## src/common/cpu16_params.svh

```systemverilog
`ifndef CPU16_PARAMS_SVH
`define CPU16_PARAMS_SVH

// data path and address width
`define CPU16_DW 16
// register address width, eight registers
`define CPU16_RAW 3
// opcode field width
`define CPU16_OPW 5
// first fetch address
`define CPU16_RESET_PC 16'h0000

`endif

```

## src/common/cpu16_pkg.sv

```systemverilog
`include "cpu16_params.svh"

package cpu16_pkg;

  typedef enum logic [`CPU16_OPW-1:0] {
    OP_HALT = 5'h00,
    OP_NOP  = 5'h01, // same code the pipeline uses for a bubble
    OP_ADDI = 5'h08,
    OP_BEQZ = 5'h0c,
    OP_ST   = 5'h10,
    OP_LD   = 5'h11,
    OP_ALU  = 5'h1b  // r-type, func picks the operation
  } opcode_e;

  typedef enum logic [1:0] {
    FN_ADD = 2'b00,
    FN_SUB = 2'b01,
    FN_AND = 2'b10,
    FN_XOR = 2'b11
  } alu_func_e;

  typedef enum logic [1:0] {
    RES_ALU = 2'd0,
    RES_MEM = 2'd1,
    RES_PC1 = 2'd2
  } result_sel_e;

  typedef struct packed {
    logic [`CPU16_DW-1:0] rs_data;
    logic [`CPU16_DW-1:0] rt_data;
    logic [`CPU16_DW-1:0] imm;
    logic [`CPU16_DW-1:0] pc;
    opcode_e opcode;
    alu_func_e func;
    result_sel_e result_sel;
    logic [`CPU16_RAW-1:0] rd;
    logic reg_write;
    logic mem_read;
    logic mem_write;
    logic branch;
    logic halt;
    logic nop;
    logic err;
  } idex_t;

endpackage

```

## src/common/mem_if.sv

```systemverilog
`timescale 1ns/10ps
`default_nettype none
`include "cpu16_params.svh"

// single-beat memory request, fields held until ack
interface mem_if;
  logic req;
  logic we;
  logic [`CPU16_DW-1:0] addr;
  logic [`CPU16_DW-1:0] wdata;
  logic [`CPU16_DW-1:0] rdata; // valid in the ack cycle
  logic ack;

  modport master (
    output req, we, addr, wdata,
    input  rdata, ack
  );

  modport slave (
    input  req, we, addr, wdata,
    output rdata, ack
  );
endinterface

`default_nettype wire

```

## src/hw/cpu16_top.sv

```systemverilog
`timescale 1ns/10ps
`default_nettype none
`include "cpu16_params.svh"

module cpu16_top (
  input  logic clk,
  input  logic rst_n,
  input  logic [`CPU16_DW-1:0] mem_rdata,
  input  logic mem_ack,
  output logic mem_req,
  output logic mem_we,
  output logic [`CPU16_DW-1:0] mem_addr,
  output logic [`CPU16_DW-1:0] mem_wdata,
  output logic halted,
  output logic err
);

  mem_if fetch_bus ();
  mem_if data_bus ();
  mem_if ext_bus ();

  cpu16_pkg::idex_t idex_d;
  cpu16_pkg::idex_t idex_x;
  logic [`CPU16_DW-1:0] instr;
  logic [`CPU16_DW-1:0] instr_pc;
  logic instr_valid;
  logic stall;
  logic mem_stall;
  logic branch_taken;
  logic [`CPU16_DW-1:0] branch_target;
  logic wb_en;
  logic [`CPU16_RAW-1:0] wb_addr;
  logic [`CPU16_DW-1:0] wb_data;

  assign mem_req       = ext_bus.req;
  assign mem_we        = ext_bus.we;
  assign mem_addr      = ext_bus.addr;
  assign mem_wdata     = ext_bus.wdata;
  assign ext_bus.rdata = mem_rdata;
  assign ext_bus.ack   = mem_ack;

  fetch_unit u_fetch (
    .clk, .rst_n, .mem(fetch_bus.master), .stall, .mem_stall, .branch_taken,
    .branch_target, .halted, .instr, .instr_pc, .instr_valid
  );

  decode_stage u_decode (
    .clk, .rst_n, .instr, .instr_pc, .instr_valid, .branch_taken,
    .wb_en, .wb_addr, .wb_data, .ex_rd(idex_x.rd), .ex_reg_write(idex_x.reg_write),
    .idex(idex_d), .stall
  );

  id_ex u_id_ex (
    .clk, .rst_n, .idex_d, .stall, .mem_stall, .branch_taken, .idex_x
  );

  execute_mem u_execute (
    .clk, .rst_n, .idex(idex_x), .mem(data_bus.master), .mem_stall, .branch_taken,
    .branch_target, .wb_en, .wb_addr, .wb_data, .halted, .err
  );

  mem_arbiter u_arbiter (
    .clk, .rst_n, .inst(fetch_bus.slave), .data(data_bus.slave), .mem(ext_bus.master)
  );

endmodule

`default_nettype wire

```

## src/hw/decode_stage.sv

```systemverilog
`timescale 1ns/10ps
`default_nettype none
`include "cpu16_params.svh"

module decode_stage (
  input  logic clk,
  input  logic rst_n,
  input  logic [`CPU16_DW-1:0] instr,
  input  logic [`CPU16_DW-1:0] instr_pc,
  input  logic instr_valid,
  input  logic branch_taken,
  input  logic wb_en,
  input  logic [`CPU16_RAW-1:0] wb_addr,
  input  logic [`CPU16_DW-1:0] wb_data,
  input  logic [`CPU16_RAW-1:0] ex_rd,
  input  logic ex_reg_write,
  output cpu16_pkg::idex_t idex,
  output logic stall
);

  logic [`CPU16_DW-1:0] rf [0:(1<<`CPU16_RAW)-1];
  cpu16_pkg::opcode_e op;
  logic [`CPU16_RAW-1:0] rs;
  logic [`CPU16_RAW-1:0] rt;
  logic uses_rs;
  logic uses_rt;

  assign op = cpu16_pkg::opcode_e'(instr[15:11]);
  assign rs = instr[10:8];
  assign rt = instr[7:5];

  always_ff @(posedge clk) begin
    if (wb_en && wb_addr != '0)
      rf[wb_addr] <= wb_data;
  end

  always_comb begin
    idex            = '0;
    idex.rs_data    = (rs == '0) ? '0 : rf[rs]; // r0 reads as zero
    idex.rt_data    = (rt == '0) ? '0 : rf[rt];
    idex.imm        = {{(`CPU16_DW-5){instr[4]}}, instr[4:0]};
    idex.pc         = instr_pc;
    idex.opcode     = op;
    idex.func       = cpu16_pkg::FN_ADD; // also forms ld/st address
    idex.result_sel = cpu16_pkg::RES_ALU;
    idex.rd         = rt;
    uses_rs         = 1'b0;
    uses_rt         = 1'b0;
    case (op)
      cpu16_pkg::OP_ALU: begin
        idex.func      = cpu16_pkg::alu_func_e'(instr[1:0]);
        idex.rd        = instr[4:2];
        idex.reg_write = 1'b1;
        uses_rs        = 1'b1;
        uses_rt        = 1'b1;
      end
      cpu16_pkg::OP_ADDI: begin
        idex.reg_write = 1'b1;
        uses_rs        = 1'b1;
      end
      cpu16_pkg::OP_LD: begin
        idex.result_sel = cpu16_pkg::RES_MEM;
        idex.reg_write  = 1'b1;
        idex.mem_read   = 1'b1;
        uses_rs         = 1'b1;
      end
      cpu16_pkg::OP_ST: begin
        idex.mem_write = 1'b1;
        uses_rs        = 1'b1;
        uses_rt        = 1'b1; // store data
      end
      cpu16_pkg::OP_BEQZ: begin
        idex.branch = 1'b1;
        uses_rs     = 1'b1;
      end
      cpu16_pkg::OP_NOP:  idex.nop  = 1'b1;
      cpu16_pkg::OP_HALT: idex.halt = 1'b1;
      default:            idex.err  = 1'b1; // unknown opcode
    endcase
    if (!instr_valid || branch_taken) begin
      idex.opcode = cpu16_pkg::OP_NOP;
      idex.rd     = '0;
      idex.reg_write = 1'b0;
      idex.mem_read  = 1'b0;
      idex.mem_write = 1'b0;
      idex.branch    = 1'b0;
      idex.halt      = 1'b0;
      idex.err       = 1'b0;
      idex.nop       = 1'b1;
    end
  end

  // RAW against the instruction in execute
  assign stall = instr_valid && ex_reg_write && ex_rd != '0 &&
                 ((uses_rs && rs == ex_rd) || (uses_rt && rt == ex_rd));

  // producer leaves execute on its writeback edge
  a_stall_release: assert property (@(posedge clk) disable iff (!rst_n)
    stall && wb_en |=> !stall)
    else $error("decode stall held after the writeback");

endmodule

`default_nettype wire

```

## src/hw/execute_mem.sv

```systemverilog
`timescale 1ns/10ps
`default_nettype none
`include "cpu16_params.svh"

module execute_mem (
  input  logic clk,
  input  logic rst_n,
  input  cpu16_pkg::idex_t idex,
  mem_if.master mem,
  output logic mem_stall,
  output logic branch_taken,
  output logic [`CPU16_DW-1:0] branch_target,
  output logic wb_en,
  output logic [`CPU16_RAW-1:0] wb_addr,
  output logic [`CPU16_DW-1:0] wb_data,
  output logic halted,
  output logic err
);

  logic [`CPU16_DW-1:0] alu_b;
  logic [`CPU16_DW-1:0] alu_y;
  logic [`CPU16_DW-1:0] pc_inc;
  logic live;

  assign live   = !halted && !idex.nop; // nothing runs after halt
  assign alu_b  = (idex.opcode == cpu16_pkg::OP_ALU) ? idex.rt_data : idex.imm;
  assign pc_inc = idex.pc + 1'b1;

  always_comb begin
    case (idex.func)
      cpu16_pkg::FN_SUB: alu_y = idex.rs_data - alu_b;
      cpu16_pkg::FN_AND: alu_y = idex.rs_data & alu_b;
      cpu16_pkg::FN_XOR: alu_y = idex.rs_data ^ alu_b;
      default:           alu_y = idex.rs_data + alu_b;
    endcase
  end

  assign branch_taken  = live && idex.branch && (idex.rs_data == '0);
  assign branch_target = pc_inc + idex.imm;

  // address is rs+imm from the adder
  assign mem.req   = live && (idex.mem_read || idex.mem_write);
  assign mem.we    = idex.mem_write;
  assign mem.addr  = alu_y;
  assign mem.wdata = idex.rt_data;
  assign mem_stall = mem.req && !mem.ack;

  assign wb_en   = live && idex.reg_write && !mem_stall;
  assign wb_addr = idex.rd;

  always_comb begin
    case (idex.result_sel)
      cpu16_pkg::RES_MEM: wb_data = mem.rdata;
      cpu16_pkg::RES_PC1: wb_data = pc_inc;
      default:            wb_data = alu_y;
    endcase
  end

  always_ff @(posedge clk or negedge rst_n) begin
    if (!rst_n) begin
      halted <= 1'b0;
      err    <= 1'b0;
    end else begin
      if (live && idex.halt)
        halted <= 1'b1; // sticky
      if (live && idex.err)
        err <= 1'b1;
    end
  end

endmodule

`default_nettype wire

```

## src/hw/fetch_unit.sv

```systemverilog
`timescale 1ns/10ps
`default_nettype none
`include "cpu16_params.svh"

module fetch_unit (
  input  logic clk,
  input  logic rst_n,
  mem_if.master mem,
  input  logic stall,
  input  logic mem_stall,
  input  logic branch_taken,
  input  logic [`CPU16_DW-1:0] branch_target,
  input  logic halted,
  output logic [`CPU16_DW-1:0] instr,
  output logic [`CPU16_DW-1:0] instr_pc,
  output logic instr_valid
);

  logic [`CPU16_DW-1:0] pc;
  logic [`CPU16_DW-1:0] fetch_addr; // address of the read in flight
  logic req_q;
  logic drop;                       // in-flight read belongs to a flushed path
  logic advance;
  logic start;
  logic accept;

  assign advance = !stall && !mem_stall; // decode takes the register
  assign start   = !req_q && !halted && !branch_taken && (!instr_valid || advance);
  assign accept  = req_q && mem.ack && !drop && !branch_taken;

  assign mem.req   = req_q;
  assign mem.we    = 1'b0;
  assign mem.addr  = fetch_addr;
  assign mem.wdata = '0;

  always_ff @(posedge clk or negedge rst_n) begin
    if (!rst_n) begin
      pc          <= `CPU16_RESET_PC;
      req_q       <= 1'b0;
      drop        <= 1'b0;
      instr_valid <= 1'b0;
    end else begin
      if (start)
        req_q <= 1'b1;
      else if (mem.ack)
        req_q <= 1'b0;

      if (branch_taken && req_q && !mem.ack)
        drop <= 1'b1;
      else if (mem.ack)
        drop <= 1'b0;

      if (branch_taken)
        pc <= branch_target;
      else if (accept)
        pc <= fetch_addr + 1'b1;

      if (branch_taken)
        instr_valid <= 1'b0; // flush
      else if (accept)
        instr_valid <= 1'b1;
      else if (advance)
        instr_valid <= 1'b0;
    end
  end

  always_ff @(posedge clk) begin
    if (start)
      fetch_addr <= pc;
    if (accept) begin
      instr    <= mem.rdata;
      instr_pc <= fetch_addr;
    end
  end

endmodule

`default_nettype wire

```

## src/hw/id_ex.sv

```systemverilog
`timescale 1ns/10ps
`default_nettype none
`include "cpu16_params.svh"

module id_ex (
  input  logic clk,
  input  logic rst_n,
  input  cpu16_pkg::idex_t idex_d,
  input  logic stall,
  input  logic mem_stall,
  input  logic branch_taken,
  output cpu16_pkg::idex_t idex_x
);

  cpu16_pkg::idex_t bubble;

  // payload kept, control cleared
  always_comb begin
    bubble           = idex_x;
    bubble.opcode    = cpu16_pkg::OP_NOP;
    bubble.rd        = '0;
    bubble.reg_write = 1'b0;
    bubble.mem_read  = 1'b0;
    bubble.mem_write = 1'b0;
    bubble.branch    = 1'b0;
    bubble.halt      = 1'b0;
    bubble.nop       = 1'b1;
  end

  always_ff @(posedge clk or negedge rst_n) begin
    if (!rst_n) begin
      idex_x        <= '0;
      idex_x.opcode <= cpu16_pkg::OP_NOP;
      idex_x.nop    <= 1'b1;
    end else if (!mem_stall) begin // frozen while memory busy
      if (stall) begin
        idex_x <= bubble; // err rides along from idex_x
      end else begin
        idex_x <= idex_d;
        if (branch_taken)
          idex_x.halt <= 1'b0; // halt in branch shadow
      end
    end
  end

  a_bubble_no_write: assert property (@(posedge clk) disable iff (!rst_n)
    idex_x.nop |-> !idex_x.reg_write && !idex_x.mem_read && !idex_x.mem_write)
    else $error("bubble carries a write");

endmodule

`default_nettype wire

```

## src/hw/mem_arbiter.sv

```systemverilog
`timescale 1ns/10ps
`default_nettype none
`include "cpu16_params.svh"

module mem_arbiter (
  input  logic clk,
  input  logic rst_n,
  mem_if.slave inst,
  mem_if.slave data,
  mem_if.master mem
);

  typedef enum logic {ST_IDLE, ST_BUSY} state_e;

  state_e state;
  logic owner_data;
  logic sel_data;

  // data side wins a tie in idle
  assign sel_data = (state == ST_BUSY) ? owner_data : data.req;

  assign mem.req   = sel_data ? data.req   : inst.req;
  assign mem.we    = sel_data ? data.we    : inst.we;
  assign mem.addr  = sel_data ? data.addr  : inst.addr;
  assign mem.wdata = sel_data ? data.wdata : inst.wdata;

  assign inst.rdata = mem.rdata;
  assign data.rdata = mem.rdata;
  assign inst.ack   = mem.ack && !sel_data;
  assign data.ack   = mem.ack && sel_data;

  always_ff @(posedge clk or negedge rst_n) begin
    if (!rst_n) begin
      state      <= ST_IDLE;
      owner_data <= 1'b0;
    end else begin
      case (state)
        ST_IDLE: begin
          if (mem.req && !mem.ack) begin
            state      <= ST_BUSY;
            owner_data <= sel_data;
          end
        end
        default: begin
          if (mem.ack)
            state <= ST_IDLE;
        end
      endcase
    end
  end

  a_one_ack: assert property (@(posedge clk) disable iff (!rst_n)
    mem.ack |-> (inst.ack && inst.req) != (data.ack && data.req))
    else $error("ack not routed to exactly one requesting master");

  a_req_stable: assert property (@(posedge clk) disable iff (!rst_n)
    mem.req && !mem.ack |=>
      mem.req && $stable(mem.addr) && $stable(mem.we) && $stable(mem.wdata))
    else $error("memory request changed before ack");

endmodule

`default_nettype wire

```

## config.mk

```make
export PLATFORM = sky130hd
export DESIGN_NAME = cpu16_top
export DESIGN_NICKNAME = d
export VERILOG_FILES = /design/src/common/cpu16_pkg.sv /design/src/common/mem_if.sv /design/src/hw/cpu16_top.sv /design/src/hw/decode_stage.sv /design/src/hw/execute_mem.sv /design/src/hw/fetch_unit.sv /design/src/hw/id_ex.sv /design/src/hw/mem_arbiter.sv
export VERILOG_INCLUDE_DIRS = /design/src /design/src/common
export SDC_FILE = /design/constraint.sdc
export NUM_CORES = 1
export LEC_CHECK = 0
export BUFFER_PORTS_ARGS = -buffer_cell sky130_fd_sc_hd__buf_4
export CAP_MARGIN = 20
export CORE_MARGIN = 10
export CORE_UTILIZATION = 55
export DETAILED_ROUTE_END_ITERATION = 6
export PLACE_DENSITY = 0.72
export SYNTH_ARGS = -nofsm -noshare
export SYNTH_HDL_FRONTEND = slang
export SYNTH_HIERARCHICAL = 1
export SYNTH_SLANG_ARGS = --single-unit
```

## constraint.sdc

```tcl
create_clock -name clk -period 12.8 [get_ports clk]
set_input_delay 1.92 -clock clk [delete_from_list [all_inputs] [get_ports clk]]
set_output_delay 1.92 -clock clk [all_outputs]
set_load 0.02 [all_outputs]
```

==> results.ini, run 1 <==
[place]
placed_cell_area_mm2=0.0163
placed_cells_incl_taps=1660
dp.final_hpwl_um=27200
placement.io_buffers=54
routability_congestion_estimate=0.922

[floorplanning]
die-height_um=193
start_util_pct=55.5
die_area_mm2=0.0371
die-width_um=193
core_area_mm2=0.0296
rows=63
ioPinCount=55

[finish]
fin_cells=1714
area_of_the_multi_input_gates_mm2=0.00763
postLayoutCellArea_mm2=0.0173
final-seq-area_mm2=0.00746
design.final.nets=1374
count_of_inserted_antenna_diode_cells=0
most_frequent_standard_cell_in_the_layout_excluding_fill_and_tap_cells=sky130_fd_sc_hd__edfxtp_1
drive_gt1_share_pct=25.2
layout_common_cells=160 x sky130_fd_sc_hd__edfxtp_1, 104 x sky130_fd_sc_hd__dfrtp_1, 96 x sky130_fd_sc_hd__mux2_4, 88 x sky130_fd_sc_hd__nand2_1, 77 x sky130_fd_sc_hd__buf_4
n_fill_cell=2395
area_delta_synth_final_pct=5.31

[drt]
detailroute.via_count=10500
drtIter0Drc=849
drt.antenna.violating_nets=0
avgViaCountPerCell=6.14
routed_wire_length_per_instance_um=23.0
routed_wl_um=39500
drt_drc_violations_left=0
detailedRoute.firstPassIterationCount=5

[clock_tree]
ctsLongestPathBuffers=3
post-cts-setup-buffer-count=0
clock_tree.htree_level_count=1
cts_repair_resized_insts=0
clk-insertion-delay-late_ns=0.55
cts_tree=built
cts.root.buffer_cell=sky130_fd_sc_hd__clkbuf_16
cts_sinks=266
cts.hold.buffers_added=0
number_of_buffers_created_by_cts=29
clk_pin_slew_ns=0.06

[hold_path]
holdCritPathClass=flop to flop

[worst_setup_path]
cp_slowest_cell=sky130_fd_sc_hd__mux2_2
timing.critical_path.from_type=flop
worst-path-max-fanout=34
critical_path.cell_chain=nor2b_4 -> nand4_4 -> mux2_2 -> nand2_1 -> xor2_1 -> ha_1 -> nor2b_1 -> o31ai_1 -> nand2_1 -> a221o_2 -> a211oi_2 -> xor2_1 -> o21ai_0 -> mux2_2 -> buf_4
required_ns=10.88
cp_slowest_stage_delay_ns=0.51
cp.arrival_ns=4.87
crit_path_kind=flop to output port
critical_path.endpoint_type=output port

[timing]
worst_clock_skew_ns=0.0152
final_hold_viol_count=0
rsz_0062_raised_after_global_routing=false
achievable-frequency_mhz=147
period_minus_slack_ns=6.79
tightest_slew_ns=1.18
fin_hold_ws_ns=0.430
final_max_slew_viol_count=0
setup-violations-final=0
finalSetupTns_ns=0
layout_worst_path_cycle_share_pct=53.1
timing.max_slew.rel_slack_pct=21.2

[power]
vdd_drop_max_uv=127
power_density_mw_per_mm2=191
leakagePower_nw=6.96

[logic_synthesis]
synth_flop_cell=sky130_fd_sc_hd__edfxtp_1
seq_area_frac_synth_pct=45.5
yosys_register_bits=266
synth.avg_cell_area_um2=12.2
ys_async_sr_fraction_pct=39.8
synth_cells=1346
synth_area_mm2=0.0164
synth_enable_flop_cells=160
synthDistinctLibCells=85
synth_warnings=6

[global_route]
groute.usage.overall_pct=21.2
grt_start_max_net_pins=62
grt_overflow_total=0
number_of_antenna_violations_at_the_first_check_in_global_routing=0
global_route_wire_length_before_repair_um=61100
grt_pass1_vias=10500

[outcome]
outcome=finished, final reports clean

[run]
max_cap_violations=0

Yosys cell counts (all sizes together), types with 5 or more instances:
| library cell | count | share of area [%] |
|---|---|---|
| a211oi | 8 | 0.43 |
| a21o | 13 | 0.60 |
| a21oi | 58 | 1.8 |
| a221o | 8 | 0.50 |
| a221oi | 24 | 1.3 |
| a22oi | 19 | 0.87 |
| a31oi | 5 | 0.19 |
| and2 | 9 | 0.35 |
| and3 | 7 | 0.27 |
| buf | 142 | 6.8 |
| clkbuf | 26 | 0.78 |
| dfrtp | 104 | 16 |
| edfxtp | 160 | 29 |
| ha | 51 | 3.9 |
| inv | 39 | 0.89 |
| mux2 | 153 | 13 |
| mux2i | 24 | 1.6 |
| mux4 | 32 | 4.4 |
| nand2 | 88 | 2.0 |
| nand2b | 22 | 0.84 |
| nand3 | 15 | 0.49 |
| nand4 | 10 | 0.60 |
| nor2 | 61 | 1.5 |
| nor2b | 12 | 0.50 |
| nor3 | 25 | 0.76 |
| nor3b | 11 | 0.50 |
| nor4 | 19 | 0.72 |
| o211ai | 6 | 0.31 |
| o21a | 11 | 0.50 |
| o21ai | 59 | 1.8 |
| o31ai | 6 | 0.27 |
| xnor2 | 41 | 2.2 |
| xor2 | 27 | 1.4 |
state kept, by name, indices dropped and copies added (netlist names):
| name | cells |
|---|---|
| u_decode/rf | 112 |
| u_id_ex/idex_x | 83 |
| u_fetch/instr | 16 |
| u_fetch/instr_pc | 16 |
| u_fetch/mem.addr | 16 |
| u_fetch/pc | 16 |
| u_arbiter/owner_data | 1 |
| u_arbiter/state | 1 |
| u_execute/err | 1 |
| u_execute/halted | 1 |
| u_fetch/drop | 1 |
| u_fetch/instr_valid | 1 |
| u_fetch/mem.req | 1 |
report_power, final:
| group | internal (mW) | switching (mW) |
|---|---|---|
| Clock | 0.498 | 0.341 |
| Sequential | 1.13 | 0.170 |
| Combinational | 0.515 | 0.649 |
area by class of cell:
class                           instances  share of cell area (%)
Timing Repair Buffer                   78                    3.51
Multi-Input combinational cell        888                    44.2
Clock buffer                           39                    4.42
Tap cell                              390                    2.83
Inverter                               39                   0.848
Sequential cell                       266                    43.2
Clock inverter                         14                    1.02
through the flow:
step           power (mW)  setup slack [ns]  util [%]
3_3_place_gp         2.44              6.73      55.1
6_report             3.30              6.01      58.4
2_1_floorplan        2.16              7.31         -
3_5_place_dp         2.46              6.64      55.1
4_1_cts              3.31              6.05      58.3
5_1_grt              3.47              5.85      58.4
final timing paths:
kind | from | depth (start not counted) | end | slack (ns)
min in group asynchronous | rst_n | 1 | u_arbiter/owner_data | 1.39
min | u_fetch/pc[8] | 0 | u_fetch/mem.addr[8] | 0.43
min reg2reg | u_fetch/pc[8] | 0 | u_fetch/mem.addr[8] | 0.43
max in group asynchronous | rst_n | 2 | u_id_ex/idex_x[69] | 10.12
max | u_id_ex/idex_x[16] | 15 | mem_addr[15] | 6.01
max reg2reg | u_id_ex/idex_x[16] | 13 | u_decode/rf[4][15] | 7.88
routing by layer:
metal / up-vias / GRT usage (%) / routed length [µm]
li1: 4801 / - / -
met1: 5337 / 29.8 / 17700
met2: 335 / 34.0 / 18700
met5: - / 0 / 0
met3: 45 / 2.60 / 2210
met4: 0 / 5.28 / 797
worst max-delay path, delay by kind of cell (launching register included):
| family | cells | cell delay, ns |
|---|---|---|
| mux | 2 | 0.80 |
| xor+xnor | 2 | 0.44 |
| simple gates | 5 | 1.02 |
| buf+inv | 1 | 0.15 |
| compound gates | 4 | 1.22 |
| fa+ha+maj | 1 | 0.26 |
| flops | 1 | 0.40 |
kinds of logic (layout without fill, tap and decap cells):
group	count (synthesis)	in the layout	share of synthesized area [%]
AOI/OAI and AO/OA	243	243	9.91
xor gates and xnor gates	68	68	3.63
adders and majority gates	53	53	4.14
buffers and inverters	208	170	8.55
DFF	266	266	45.5
muxes	209	209	18.7
other	2	18	0.0458
and+or+nand+nor	297	297	9.51
No activity file was read; power rests on OpenSTA's default activity.
==> inputs of run 2 (changes only) <==
==> constraint.sdc (replaced) <==
create_clock -name clk -period 6.79 [get_ports clk]
set_input_delay 1.0185 -clock clk [delete_from_list [all_inputs] [get_ports clk]]
set_output_delay 1.0185 -clock clk [all_outputs]
set_load 0.02 [all_outputs]
==> results.ini, run 2 (synthesis results as in run 1) <==
[clock_tree]
clock_tree.htree_level_count=1
cts.hold.buffers_added=0
number_of_buffers_created_by_cts=29
cts.root.buffer_cell=sky130_fd_sc_hd__clkbuf_16
post-cts-setup-buffer-count=0
clk-insertion-delay-late_ns=0.55
cts_tree=built
cts_sinks=266
clk_pin_slew_ns=0.06
ctsLongestPathBuffers=3
cts_repair_resized_insts=0

[power]
share_clk_of_total_power_pct=24.4
power.sequential.fraction_pct=39.9
leakagePower_nw=6.94
vdd_drop_max_uv=242
power_density_mw_per_mm2=356
p_comb_share_pct=35.7
switching_fraction_pct=35.4
internal-power_mw=3.96
power.net_switching_mw=2.17

[place]
routability_congestion_estimate=0.920
placement.io_buffers=54
dp.final_hpwl_um=27100
placement.setup.worst_slack_ns=1.57

[finish]
area_delta_synth_final_pct=5.01
n_fill_cell=2394
count_of_inserted_antenna_diode_cells=0
number_of_flip_flops_in_the_largest_register=112
top_regs=u_decode/rf (112), u_id_ex/idex_x (83)
largest_register=u_decode/rf
most_frequent_standard_cell_in_the_layout_excluding_fill_and_tap_cells=sky130_fd_sc_hd__edfxtp_1
final_core_density_pct=58.2
area_of_the_multi_input_gates_mm2=0.00763
layout_common_cells=160 x sky130_fd_sc_hd__edfxtp_1, 104 x sky130_fd_sc_hd__dfrtp_1, 96 x sky130_fd_sc_hd__mux2_4, 88 x sky130_fd_sc_hd__nand2_1, 77 x sky130_fd_sc_hd__buf_4
final-seq-area_mm2=0.00746
design.final.nets=1374
drive_gt1_share_pct=25.3

[hold_path]
holdCritPathClass=flop to flop

[timing]
final_max_slew_viol_count=0
setup-violations-final=0
final_hold_viol_count=0
period_minus_slack_ns=5.87
worst_clock_skew_ns=0.0107
finalSetupTns_ns=0
rsz_0062_raised_after_global_routing=false
tightest_slew_ns=1.19
fin_ws_ns=0.924
timing.max_slew.rel_slack_pct=20.5
fin_hold_ws_ns=0.437
achievable-frequency_mhz=170
layout_worst_path_cycle_share_pct=86.4

[floorplanning]
die-height_um=193
ioPinCount=55
core_area_mm2=0.0296
rows=63
start_util_pct=55.5
die-width_um=193
die_area_mm2=0.0371

[drt]
drt.antenna.violating_nets=0
routed_wl_um=39600
avgViaCountPerCell=6.12
detailroute.via_count=10500
detailedRoute.firstPassIterationCount=6
drt_drc_violations_left=0
drtIter0Drc=985
routed_wire_length_per_instance_um=23.1

[worst_setup_path]
crit_path_kind=flop to output port
cp_slowest_cell=sky130_fd_sc_hd__mux2_2
timing.critical_path.from_type=flop
required_ns=5.77
worst-path-max-fanout=34
critical_path.endpoint_type=output port
critical_path.cell_chain=nor2b_4 -> nand4_4 -> mux2_2 -> nand2_1 -> xor2_1 -> ha_1 -> nor2b_1 -> o31ai_1 -> nand2_1 -> a221o_2 -> a211oi_2 -> xor2_1 -> o21ai_0 -> mux2_2 -> buf_4
cp.arrival_ns=4.85
cp_slowest_stage_delay_ns=0.52

[global_route]
globalRouteMet3Util_pct=3.07
use_met1_pct=30.3
grt_most_used_layer=met2
grt_start_max_net_pins=59
grt_overflow_total=0
groute.usage.overall_pct=21.4
grt_pass1_vias=10600
grtUsageMet2_pct=34.2
global_route_wire_length_before_repair_um=61900
number_of_antenna_violations_at_the_first_check_in_global_routing=0

[run]
max_cap_violations=0

[outcome]
outcome=finished, final reports clean

==> run 2: metal layers <==
metal | wire (µm) | share of wire, %
met5 | 0 | 0
met3 | 2290 | 5.8
met4 | 788 | 2.0
met2 | 18600 | 47
met1 | 17900 | 45
==> run 2: layout make-up <==
class	instances	share of cell area, %
Clock buffer	43	4.75
Clock inverter	10	0.458
Inverter	39	0.850
Multi-Input combinational cell	888	44.3
Sequential cell	266	43.3
Tap cell	390	2.83
Timing Repair Buffer	78	3.47
==> run 2: path summary, 6_finish.rpt <==
check	from	slack, ns	end	depth (start not counted)
min in group asynchronous	rst_n	0.51	u_arbiter/owner_data	1
min reg2reg	u_fetch/pc[11]	0.44	u_fetch/mem.addr[11]	0
min	u_fetch/pc[11]	0.44	u_fetch/mem.addr[11]	0
max	u_id_ex/idex_x[16]	0.92	mem_addr[15]	15
max in group asynchronous	rst_n	5.01	u_id_ex/idex_x[53]	2
max reg2reg	u_id_ex/idex_x[16]	1.84	u_decode/rf[2][15]	13
==> run 2: power by group through the flow <==
stage	Sequential (mW)	Clock [mW]	Combinational, mW
6_report	2.45	1.50	2.19
5_1_grt	2.49	1.59	2.40
4_1_cts	2.45	1.52	2.18
3_5_place_dp	2.48	0	2.16
3_3_place_gp	2.47	0	2.12
2_1_floorplan	2.35	0	1.73
==> run 2: stage by stage <==
step	area, µm²	total power, mW	cells
floorplan	16500	4.08	1362
global placement	16300	4.59	1660
CTS	17200	6.15	1713
finish	17200	6.14	1714
global route	17200	6.48	1714
detailed placement	16300	4.64	1660
==> run 2: worst max-delay path: cells and delay by family (launching register included) <==
family / cells / cell delay (ns)
DFF: 1 / 0.40
adders and majority gates: 1 / 0.27
and+or+nand+nor: 5 / 1.01
buffers and inverters: 1 / 0.15
xor gates and xnor gates: 2 / 0.44
muxes: 2 / 0.81
AOI/OAI and AO/OA: 4 / 1.20
